$ cat config.mk
export PLATFORM = sky130hd
export DESIGN_NAME = uart_axi
export DESIGN_NICKNAME = d
export VERILOG_FILES = /design/src/uart_pkg.sv /design/src/uart_baud_gen.sv /design/src/uart_fifo.sv /design/src/uart_tx.sv /design/src/uart_rx.sv /design/src/uart_axi_regs.sv /design/src/uart_axi.sv
export SDC_FILE = /design/constraint.sdc
export NUM_CORES = 1
export LEC_CHECK = 0
export BUFFER_PORTS_ARGS = -buffer_cell sky130_fd_sc_hd__clkbuf_2
export CAP_MARGIN = 20
export CELL_PAD_IN_SITES_DETAIL_PLACEMENT = 1
export CELL_PAD_IN_SITES_GLOBAL_PLACEMENT = 2
export CORE_UTILIZATION = 45
export CTS_BUF_LIST = sky130_fd_sc_hd__clkbuf_4 sky130_fd_sc_hd__clkbuf_8
export DETAILED_ROUTE_END_ITERATION = 10
export GPL_TIMING_DRIVEN = 0
export MAX_ROUTING_LAYER = met4
export PLACE_DENSITY = 0.8
export SLEW_MARGIN = 5
export SYNTH_ARGS = -nofsm -noshare
export SYNTH_HDL_FRONTEND = slang
export SYNTH_SLANG_ARGS = --single-unit
export TNS_END_PERCENT = 50
$ cat constraint.sdc
create_clock -name clk -period 3.84 [get_ports clk]
set_input_delay 0.384 -clock clk [delete_from_list [all_inputs] [get_ports clk]]
set_output_delay 0.384 -clock clk [all_outputs]
set_load 0.03 [all_outputs]
$ cat src/uart_pkg.sv
`default_nettype none

package uart_pkg;

    typedef logic [7:0]  uart_data_t;
    typedef logic [31:0] axi_data_t;
    typedef logic [3:0]  axi_strb_t;
    typedef logic [5:0]  reg_addr_t;   // Word address, bits 7:2
    typedef logic [23:0] baud_div_t;   // Clocks per bit

    // Odd/even count the ones over data plus parity bit
    typedef enum logic [2:0] {
        PARITY_OFF  = 3'd0,
        PARITY_ODD  = 3'd1,
        PARITY_EVEN = 3'd2,
        PARITY_ZERO = 3'd4,
        PARITY_ONE  = 3'd5
    } parity_mode_t;

    // Same layout as the CFG register
    typedef struct packed {
        logic [3:0]   spare;
        logic         two_stop;
        parity_mode_t parity;
        baud_div_t    divisor;
    } uart_cfg_t;

    typedef enum logic [2:0] {
        FRAME_IDLE,
        FRAME_START,
        FRAME_DATA,
        FRAME_PARITY,
        FRAME_STOP1,
        FRAME_STOP2,
        FRAME_DONE
    } frame_state_t;

    localparam reg_addr_t ADDR_TX   = 6'd0;
    localparam reg_addr_t ADDR_RX   = 6'd1;
    localparam reg_addr_t ADDR_CFG  = 6'd2;
    localparam reg_addr_t ADDR_STAT = 6'd3;

    // STAT bit positions
    localparam int STAT_RX_AVAIL   = 0;
    localparam int STAT_TX_SPACE   = 1;
    localparam int STAT_PARITY_ERR = 2;

    localparam int FIFO_DEPTH = 16;

endpackage

`default_nettype wire

$ cat src/uart_baud_gen.sv
`timescale 1ns/1ns
`default_nettype none

module uart_baud_gen #(
    parameter bit MID_BIT = 1'b0
) (
    input  logic                clk,
    input  logic                rstn,
    input  logic                en,
    input  uart_pkg::baud_div_t divisor,
    output logic                tick
);
    import uart_pkg::*;

    baud_div_t count;
    baud_div_t tick_at;

    // Counts 1..divisor, parked at 1 while disabled
    always_ff @(posedge clk) begin
        if (!rstn || !en) begin
            count <= baud_div_t'(1);
        end else if (count >= divisor) begin
            count <= baud_div_t'(1);
        end else begin
            count <= count + baud_div_t'(1);
        end
    end

    assign tick_at = MID_BIT ? (divisor >> 1) : baud_div_t'(1);   // Mid-bit for the receiver
    assign tick    = en && (count == tick_at);

endmodule

`default_nettype wire

$ cat src/uart_fifo.sv
`timescale 1ns/1ns
`default_nettype none

module uart_fifo #(
    parameter int DEPTH = uart_pkg::FIFO_DEPTH
) (
    input  logic                 clk,
    input  logic                 rstn,
    input  logic                 wr,
    input  logic                 rd,
    input  uart_pkg::uart_data_t wr_data,
    output uart_pkg::uart_data_t rd_data,
    output logic                 full,
    output logic                 empty
);
    import uart_pkg::*;

    typedef logic [$clog2(DEPTH)-1:0] ptr_t;
    typedef logic [$clog2(DEPTH):0]   cnt_t;

    uart_data_t mem [DEPTH];
    ptr_t       wr_ptr;
    ptr_t       rd_ptr;
    cnt_t       count;

    function automatic ptr_t ptr_next(input ptr_t p);
        return (p == ptr_t'(DEPTH - 1)) ? '0 : p + ptr_t'(1);
    endfunction

    always_ff @(posedge clk) begin
        if (!rstn) begin
            wr_ptr <= '0;
            rd_ptr <= '0;
            count  <= '0;
        end else begin
            if (wr) wr_ptr <= ptr_next(wr_ptr);
            if (rd) rd_ptr <= ptr_next(rd_ptr);
            case ({wr, rd})
                2'b10:   count <= count + cnt_t'(1);
                2'b01:   count <= count - cnt_t'(1);
                default: ;   // Both or neither
            endcase
        end
    end

    always_ff @(posedge clk) begin
        if (wr) mem[wr_ptr] <= wr_data;
        if (rd) rd_data <= mem[rd_ptr];   // Valid the cycle after rd
    end

    assign full  = count == cnt_t'(DEPTH);
    assign empty = count == '0;

endmodule

`default_nettype wire

$ cat src/uart_tx.sv
`timescale 1ns/1ns
`default_nettype none

module uart_tx (
    input  logic                 clk,
    input  logic                 rstn,
    input  uart_pkg::uart_cfg_t  cfg,
    input  logic                 fifo_empty,
    input  uart_pkg::uart_data_t fifo_rd_data,
    output logic                 fifo_rd,
    input  logic                 tick,
    output logic                 bit_en,
    output logic                 tx
);
    import uart_pkg::*;

    frame_state_t state;
    logic [2:0]   bit_cnt;
    uart_data_t   shift;
    uart_data_t   hold_data;
    logic         hold_valid;
    logic         rd_pending;
    logic         par_en;
    logic         par_bit;
    logic         next_par_en;
    logic         next_par_bit;

    // Fetch one byte ahead into the holding register
    assign fifo_rd = !fifo_empty && !hold_valid && !rd_pending;

    always_ff @(posedge clk) begin
        if (!rstn) begin
            rd_pending <= 1'b0;
            hold_valid <= 1'b0;
        end else begin
            rd_pending <= fifo_rd;
            if (rd_pending) begin
                hold_valid <= 1'b1;
            end else if (state == FRAME_IDLE) begin
                hold_valid <= 1'b0;   // Taken by the shifter
            end
        end
    end

    always_comb begin
        next_par_en  = 1'b1;
        next_par_bit = 1'b0;
        case (cfg.parity)
            PARITY_ODD:  next_par_bit = ~^hold_data;
            PARITY_EVEN: next_par_bit = ^hold_data;
            PARITY_ZERO: next_par_bit = 1'b0;
            PARITY_ONE:  next_par_bit = 1'b1;
            default:     next_par_en  = 1'b0;   // Off and unused codes
        endcase
    end

    // Each state drives its bit on its tick
    always_ff @(posedge clk) begin
        if (!rstn) begin
            state   <= FRAME_IDLE;
            bit_cnt <= '0;
            tx      <= 1'b1;
        end else begin
            case (state)
                FRAME_IDLE: begin
                    tx <= 1'b1;
                    if (hold_valid) state <= FRAME_START;
                end
                FRAME_START: if (tick) begin
                    tx      <= 1'b0;
                    bit_cnt <= '0;
                    state   <= FRAME_DATA;
                end
                FRAME_DATA: if (tick) begin
                    tx      <= shift[0];   // LSB first
                    bit_cnt <= bit_cnt + 3'd1;
                    if (bit_cnt == 3'd7) state <= par_en ? FRAME_PARITY : FRAME_STOP1;
                end
                FRAME_PARITY: if (tick) begin
                    tx    <= par_bit;
                    state <= FRAME_STOP1;
                end
                FRAME_STOP1: if (tick) begin
                    tx      <= 1'b1;
                    bit_cnt <= '0;
                    state   <= cfg.two_stop ? FRAME_STOP2 : FRAME_DONE;
                end
                FRAME_STOP2: if (tick) begin
                    tx    <= 1'b1;
                    state <= FRAME_DONE;
                end
                FRAME_DONE: if (tick) begin
                    // End of last stop bit, then one idle bit
                    bit_cnt <= bit_cnt + 3'd1;
                    if (bit_cnt[0]) state <= FRAME_IDLE;
                end
                default: state <= FRAME_IDLE;
            endcase
        end
    end

    always_ff @(posedge clk) begin
        if (rd_pending) hold_data <= fifo_rd_data;
        if (state == FRAME_IDLE && hold_valid) begin
            shift   <= hold_data;
            par_en  <= next_par_en;
            par_bit <= next_par_bit;
        end else if (state == FRAME_DATA && tick) begin
            shift <= shift >> 1;
        end
    end

    assign bit_en = state != FRAME_IDLE;

endmodule

`default_nettype wire

$ cat src/uart_rx.sv
`timescale 1ns/1ns
`default_nettype none

module uart_rx (
    input  logic                 clk,
    input  logic                 rstn,
    input  uart_pkg::uart_cfg_t  cfg,
    input  logic                 rx,
    input  logic                 tick,
    output logic                 bit_en,
    input  logic                 fifo_full,
    output logic                 fifo_wr,
    output uart_pkg::uart_data_t fifo_wr_data,
    input  logic                 parity_clear,
    output logic                 parity_error
);
    import uart_pkg::*;

    frame_state_t state;
    logic [2:0]   bit_cnt;
    uart_data_t   shift;
    logic         par_rx;
    logic         par_fail;
    logic         rx_meta;
    logic         rx_sync;

    always_ff @(posedge clk) begin
        if (!rstn) begin
            rx_meta <= 1'b1;
            rx_sync <= 1'b1;
        end else begin
            rx_meta <= rx;
            rx_sync <= rx_meta;
        end
    end

    always_comb begin
        case (cfg.parity)
            PARITY_OFF:  par_fail = 1'b0;
            PARITY_ODD:  par_fail = ~^{par_rx, shift};
            PARITY_EVEN: par_fail = ^{par_rx, shift};
            PARITY_ZERO: par_fail = par_rx;
            PARITY_ONE:  par_fail = ~par_rx;
            default:     par_fail = 1'b1;   // Unused codes always fail
        endcase
    end

    // Ticks land at mid-bit
    always_ff @(posedge clk) begin
        if (!rstn) begin
            state        <= FRAME_IDLE;
            bit_cnt      <= '0;
            parity_error <= 1'b0;
        end else begin
            case (state)
                FRAME_IDLE: if (!rx_sync) state <= FRAME_START;
                FRAME_START: if (tick) begin
                    bit_cnt <= '0;
                    state   <= rx_sync ? FRAME_IDLE : FRAME_DATA;   // Glitch rejected
                end
                FRAME_DATA: if (tick) begin
                    bit_cnt <= bit_cnt + 3'd1;
                    if (bit_cnt == 3'd7) begin
                        state <= (cfg.parity != PARITY_OFF) ? FRAME_PARITY : FRAME_STOP1;
                    end
                end
                FRAME_PARITY: if (tick) state <= FRAME_STOP1;
                FRAME_STOP1: if (tick) state <= cfg.two_stop ? FRAME_STOP2 : FRAME_DONE;
                FRAME_STOP2: if (tick) state <= FRAME_DONE;
                FRAME_DONE: state <= FRAME_IDLE;
                default: state <= FRAME_IDLE;
            endcase

            if (state == FRAME_DONE && par_fail) begin
                parity_error <= 1'b1;
            end else if (parity_clear) begin
                parity_error <= 1'b0;
            end
        end
    end

    always_ff @(posedge clk) begin
        if (state == FRAME_DATA && tick) shift <= {rx_sync, shift[7:1]};
        if (state == FRAME_PARITY && tick) par_rx <= rx_sync;
    end

    assign bit_en       = state != FRAME_IDLE;
    assign fifo_wr      = state == FRAME_DONE && !par_fail && !fifo_full;
    assign fifo_wr_data = shift;

endmodule

`default_nettype wire

$ cat src/uart_axi_regs.sv
`timescale 1ns/1ns
`default_nettype none

module uart_axi_regs (
    input  logic                 clk,
    input  logic                 rstn,
    input  uart_pkg::axi_data_t  awaddr,
    input  logic                 awvalid,
    output logic                 awready,
    input  uart_pkg::axi_data_t  wdata,
    input  uart_pkg::axi_strb_t  wstrb,
    input  logic                 wvalid,
    output logic                 wready,
    output logic                 bvalid,
    input  logic                 bready,
    input  uart_pkg::axi_data_t  araddr,
    input  logic                 arvalid,
    output logic                 arready,
    output uart_pkg::axi_data_t  rdata,
    output logic                 rvalid,
    input  logic                 rready,
    output uart_pkg::uart_cfg_t  cfg,
    output logic                 tx_push,
    output uart_pkg::uart_data_t tx_push_data,
    input  logic                 tx_full,
    output logic                 rx_pop,
    input  uart_pkg::uart_data_t rx_pop_data,
    input  logic                 rx_empty,
    input  logic                 parity_error,
    output logic                 parity_clear
);
    import uart_pkg::*;

    typedef enum logic [2:0] {
        AXI_IDLE,
        AXI_WR_DATA,
        AXI_WR_RESP,
        AXI_RD_EXEC,
        AXI_RD_DATA,
        AXI_RD_BACK
    } axi_state_t;

    axi_state_t state;
    reg_addr_t  waddr;
    reg_addr_t  raddr;
    axi_data_t  wdata_q;
    axi_strb_t  wstrb_q;
    axi_data_t  rdata_q;
    axi_data_t  wmask;
    axi_data_t  stat;
    logic       rx_popped;
    logic       b_done;

    assign awready = state == AXI_IDLE;
    assign arready = state == AXI_IDLE && !awvalid;   // Write wins a tie
    assign wready  = state == AXI_WR_DATA;
    assign bvalid  = state == AXI_WR_RESP;
    assign rvalid  = state == AXI_RD_BACK;
    assign rdata   = rdata_q;

    assign wmask  = {{8{wstrb_q[3]}}, {8{wstrb_q[2]}}, {8{wstrb_q[1]}}, {8{wstrb_q[0]}}};
    assign b_done = bvalid && bready;

    // Side effects fire on the B handshake
    assign tx_push      = b_done && waddr == ADDR_TX && wstrb_q[0] && !tx_full;
    assign tx_push_data = wdata_q[7:0];
    assign parity_clear = b_done && waddr == ADDR_STAT && wstrb_q[0]
                          && wdata_q[STAT_PARITY_ERR];
    assign rx_pop       = state == AXI_RD_EXEC && raddr == ADDR_RX && !rx_empty;

    always_comb begin
        stat                  = '0;
        stat[STAT_RX_AVAIL]   = !rx_empty;
        stat[STAT_TX_SPACE]   = !tx_full;
        stat[STAT_PARITY_ERR] = parity_error;
    end

    always_ff @(posedge clk) begin
        if (!rstn) begin
            state     <= AXI_IDLE;
            cfg       <= '0;
            rx_popped <= 1'b0;
        end else begin
            case (state)
                AXI_IDLE: begin
                    if (awvalid) begin
                        state <= AXI_WR_DATA;
                    end else if (arvalid) begin
                        state <= AXI_RD_EXEC;
                    end
                end
                AXI_WR_DATA: if (wvalid) state <= AXI_WR_RESP;
                AXI_WR_RESP: if (bready) begin
                    state <= AXI_IDLE;
                    if (waddr == ADDR_CFG) begin
                        cfg <= uart_cfg_t'((wdata_q & wmask) | (axi_data_t'(cfg) & ~wmask));
                    end
                end
                AXI_RD_EXEC: begin
                    rx_popped <= rx_pop;
                    state     <= AXI_RD_DATA;
                end
                AXI_RD_DATA: state <= AXI_RD_BACK;   // FIFO data valid now
                AXI_RD_BACK: if (rready) state <= AXI_IDLE;
                default: state <= AXI_IDLE;
            endcase
        end
    end

    always_ff @(posedge clk) begin
        if (awready && awvalid) waddr <= awaddr[7:2];
        if (arready && arvalid) raddr <= araddr[7:2];
        if (wready && wvalid) begin
            wdata_q <= wdata;
            wstrb_q <= wstrb;
        end
        if (state == AXI_RD_DATA) begin
            case (raddr)
                ADDR_RX:   rdata_q <= rx_popped ? axi_data_t'(rx_pop_data) : '0;
                ADDR_CFG:  rdata_q <= axi_data_t'(cfg);
                ADDR_STAT: rdata_q <= stat;
                default:   rdata_q <= '0;
            endcase
        end
    end

endmodule

`default_nettype wire

$ cat src/uart_axi.sv
`timescale 1ns/1ns
`default_nettype none

module uart_axi (
    input  logic                clk,
    input  logic                rstn,
    input  uart_pkg::axi_data_t awaddr,
    input  logic                awvalid,
    output logic                awready,
    input  uart_pkg::axi_data_t wdata,
    input  uart_pkg::axi_strb_t wstrb,
    input  logic                wvalid,
    output logic                wready,
    output logic [1:0]          bresp,
    output logic                bvalid,
    input  logic                bready,
    input  uart_pkg::axi_data_t araddr,
    input  logic                arvalid,
    output logic                arready,
    output uart_pkg::axi_data_t rdata,
    output logic [1:0]          rresp,
    output logic                rvalid,
    input  logic                rready,
    input  logic                rx,
    output logic                tx
);
    import uart_pkg::*;

    uart_cfg_t  cfg;
    uart_data_t tx_push_data;
    uart_data_t tx_rd_data;
    uart_data_t rx_pop_data;
    uart_data_t rx_wr_data;
    logic       tx_push;
    logic       tx_full;
    logic       tx_empty;
    logic       tx_rd;
    logic       rx_pop;
    logic       rx_full;
    logic       rx_empty;
    logic       rx_wr;
    logic       parity_error;
    logic       parity_clear;
    logic       tx_bit_en;
    logic       tx_tick;
    logic       rx_bit_en;
    logic       rx_tick;

    assign bresp = 2'b00;   // OKAY only
    assign rresp = 2'b00;

    uart_axi_regs regs (
        .clk(clk), .rstn(rstn),
        .awaddr(awaddr), .awvalid(awvalid), .awready(awready),
        .wdata(wdata), .wstrb(wstrb), .wvalid(wvalid), .wready(wready),
        .bvalid(bvalid), .bready(bready),
        .araddr(araddr), .arvalid(arvalid), .arready(arready),
        .rdata(rdata), .rvalid(rvalid), .rready(rready),
        .cfg(cfg),
        .tx_push(tx_push), .tx_push_data(tx_push_data), .tx_full(tx_full),
        .rx_pop(rx_pop), .rx_pop_data(rx_pop_data), .rx_empty(rx_empty),
        .parity_error(parity_error), .parity_clear(parity_clear)
    );

    uart_fifo #(.DEPTH(FIFO_DEPTH)) tx_fifo (
        .clk(clk), .rstn(rstn),
        .wr(tx_push), .rd(tx_rd), .wr_data(tx_push_data), .rd_data(tx_rd_data),
        .full(tx_full), .empty(tx_empty)
    );

    uart_fifo #(.DEPTH(FIFO_DEPTH)) rx_fifo (
        .clk(clk), .rstn(rstn),
        .wr(rx_wr), .rd(rx_pop), .wr_data(rx_wr_data), .rd_data(rx_pop_data),
        .full(rx_full), .empty(rx_empty)
    );

    uart_tx u_tx (
        .clk(clk), .rstn(rstn), .cfg(cfg),
        .fifo_empty(tx_empty), .fifo_rd_data(tx_rd_data), .fifo_rd(tx_rd),
        .tick(tx_tick), .bit_en(tx_bit_en), .tx(tx)
    );

    uart_rx u_rx (
        .clk(clk), .rstn(rstn), .cfg(cfg), .rx(rx),
        .tick(rx_tick), .bit_en(rx_bit_en),
        .fifo_full(rx_full), .fifo_wr(rx_wr), .fifo_wr_data(rx_wr_data),
        .parity_clear(parity_clear), .parity_error(parity_error)
    );

    uart_baud_gen #(.MID_BIT(1'b0)) tx_baud (
        .clk(clk), .rstn(rstn), .en(tx_bit_en), .divisor(cfg.divisor), .tick(tx_tick)
    );

    // Receiver samples in the middle of each bit
    uart_baud_gen #(.MID_BIT(1'b1)) rx_baud (
        .clk(clk), .rstn(rstn), .en(rx_bit_en), .divisor(cfg.divisor), .tick(rx_tick)
    );

endmodule

`default_nettype wire

==> flow_summary.ini <==
[run_status]
outcome = complete, but fails checks
failed_checks = design-rule violations

[setup_path]
ff2ff_setup_slack_ps = 160
crit-reg2reg-launch = u_rx.fifo_wr_data[3]
critical_path.max_fanout = 10
cp-end-kind = flip-flop
cp-startpoint = u_rx.fifo_wr_data[3]
worstPathRequired_ps = 4450
r2r-end = rx_fifo.count[4]
worstSetupStartpointType = flip-flop
crit_type = flip-flop to flip-flop
worstPathArrival_ps = 4290
worst-r2r-cell-count = 15
endpoint = rx_fifo.count[4]

[timing]
period_share = 0.9589
worstMarginPinSlew_ps = 1048
period_minus_slack_ps = 3682
rsz0062_at_grt = true
fmax_mhz = 271.6
maxSlewHeadroom = 0.2835
setup_viol = 0
final_hold_viol_count = 0
drv_slew = 0
finClkSkew_ps = 41.38

[power]
vdd_drop_max_mv = 0.3817
sequentialPowerShare = 0.520
p_leak_nw = 8.632
comb_power_share = 0.060
clkPwrFrac = 0.420
netSwitchingPower_mw = 2.739
p_int_mw = 8.980
cellPowerDensity_nw_per_um2 = 466.4
swShare = 0.2337

[place]
dpl.hpwl_um = 36220
portBuffers = 93
gp_congestion = 0.8098
placedInstanceArea_sq_um = 22790

[floorplan]
start_util = 0.4589
dieArea_sq_um = 48550
die_h_um = 220.4
rows = 79
die_w_um = 220.4
core_sq_um = 46750
pin_count = 150

[route]
ant_nets = 0
drt_wl_total_um = 52580
drcViolationCount = 5
via_per_inst = 5.417
vias = 13000
drt-pass1-iter-count = 7
post_drt_wl_per_cell_um = 21.91
drt-initial-drc-count = 770

[final_layout]
final_util = 0.5374
final_common_cell = edfxtp_1
num_antenna_cells = 0
multi_input_area_sq_um = 7099
fillCellCount = 4631
final_nets = 1904
seqCellArea_sq_um = 13940
layout_common_cells = edfxtp_1, nor2_1, dfxtp_1
area_growth_pct = 17.11
design_area_sq_um = 25130
drive_gt1_frac = 0.2080

[min_path]
hp-start = rready
worst_hold_path_type = input port to flip-flop

[yosys]
synth_area_leaders = edfxtp_1, dfxtp_1, mux4_2
synth_largest_area_cell = edfxtp_1
synth_cell_types = 68
postSynthCellCount = 1471
synth-seq-cells = 507
synth-edff-count = 379
synth_warnings = 0
syn-cell-area_sq_um = 21450
synth_ff_type = edfxtp_1
async_flop_share = 0
synth_top_cell_area_share = 0.5305
syn_avg_cell_area_sq_um = 14.58
ys_seq_area_frac = 0.6499

[clock_network]
cts_made_buffers = 86
cts.sinks = 507
clk_path_buf_depth = 3
root_buffer = clkbuf_8
cts.clk_slew.worst_paths_ps = 60
cts-htree-levels = 3
clock_latency_ps = 690
cts_tree = yes

[global_routing]
grt_overflow = 0
grt_pass1_wl_um = 80670
gr-usage-all-layers = 0.2315
antenna_found_initial = 1
grt_pass1_vias = 13616
grt_max_degree = 31

[flow_run]
drv_cap = 0
## power by group through the flow
stage          combinational [mW]  clock, mW  sequential [mW]
2_1_floorplan               0.431          0             6.19
3_3_place_gp                0.645          0             6.20
3_5_place_dp                0.668          0             6.20
4_1_cts                     0.709       5.04             6.09
5_1_grt                     0.775       5.26             6.10
6_report                    0.705       4.93             6.09
## layout make-up
class	count	share of cell area
Timing Repair Buffer	160	0.04352
Inverter	45	0.006723
Sequential cell	507	0.5550
Clock buffer	128	0.06215
Buffer	70	0.01180
Clock inverter	31	0.008067
Multi-Input combinational cell	852	0.2826
Tap cell	607	0.03023
## cell usage after synthesis (17+ instances only)
library cell	number
xor2_1	48
ha_1	73
nor3_1	45
nand2_1	56
a21o_1	17
mux4_2	80
nand2b_1	17
nor2_1	145
dfxtp_1	128
nand4_1	21
edfxtp_1	379
mux2i_1	44
a21oi_1	70
inv_1	45
clkbuf_1	52
xnor2_1	42
and2_1	17
nand3_1	25
o21ai_0	27
## cell families (layout without fill, tap and decap cells)
family                   after synthesis  in the layout  share of synthesized area
AO/OA/AOI/OAI                        164            164                    0.04765
XOR/XNOR                              94             94                    0.04071
adder cells (fa/ha/maj)               74             74                    0.04351
buffers and inverters                115            434                    0.02169
flip-flops                           507            507                     0.6499
multiplexers                         131            131                     0.1082
other                                  1              4                  0.0001748
AND/OR/NAND/NOR                      385            385                    0.08818
## state kept, by name, summed over array words and instances (netlist names), 8 cells and up, named ones only
register	cells
tx_baud.count	24
u_rx.fifo_wr_data	8
rx_baud.count	24
tx_fifo.rd_data	8
u_tx.shift	8
u_tx.hold_data	8
rx_fifo.rd_data	8
regs.rdata	32
regs.wdata_q	32
tx_fifo.mem	128
rx_fifo.mem	128
## per-stage QoR
step	hold WS, ps	instances	total power, mW	setup TNS, ps	worst slack, ps
floorplan	386.3	1474	6.625	0	136.7
detailed placement	407.1	2183	6.871	-394.4	-343.8
global route	43.76	2400	12.13	-60.75	-60.75
global placement	402.1	2174	6.844	-40460	-1262
CTS	0.7771	2399	11.84	0	4.206
finish	57.91	2400	11.72	0	157.7
## worst max-delay path, stage by stage, from the launching register on
cell	delay [ps]
edfxtp_1	420
xnor2_1	190
xnor3_1	460
o21bai_1	230
a31oi_4	350
inv_1	120
ha_1	220
clkbuf_1	210
xor2_1	190
ha_1	230
o21ai_0	160
a21oi_1	100
a21oi_1	190
xor2_1	100
or3_1	320
a21oi_1	140
## routing by layer
metal  part of all wire  GRT usage  wire length (um)
met5                  0          -                 0
met4              0.021    0.07034              1115
met3              0.044    0.04041              2310
met2               0.49     0.3679             25590
met1               0.45     0.3044             23570
## worst min path at each step
stage | cells after the start | slack (ps) | end
after detailed placement | 0 | 410 | u_tx.hold_data[6]
after global placement | 0 | 400 | u_tx.hold_data[6]
after CTS | 4 | 0.8 | regs.state[2]
after floorplan | 1 | 390 | u_rx.rx_sync
final | 4 | 60 | regs.state[2]
after global routing | 4 | 40 | regs.state[2]
## timing repair
action,in CTS,in global routing
endpoints found under the hold margin,49,0
pin swaps,1,0
gates resized for setup,1,1
hold buffers,49,0
setup endpoints to repair,2,3
setup buffers,8,1
(Power assumes the default switching activity.)
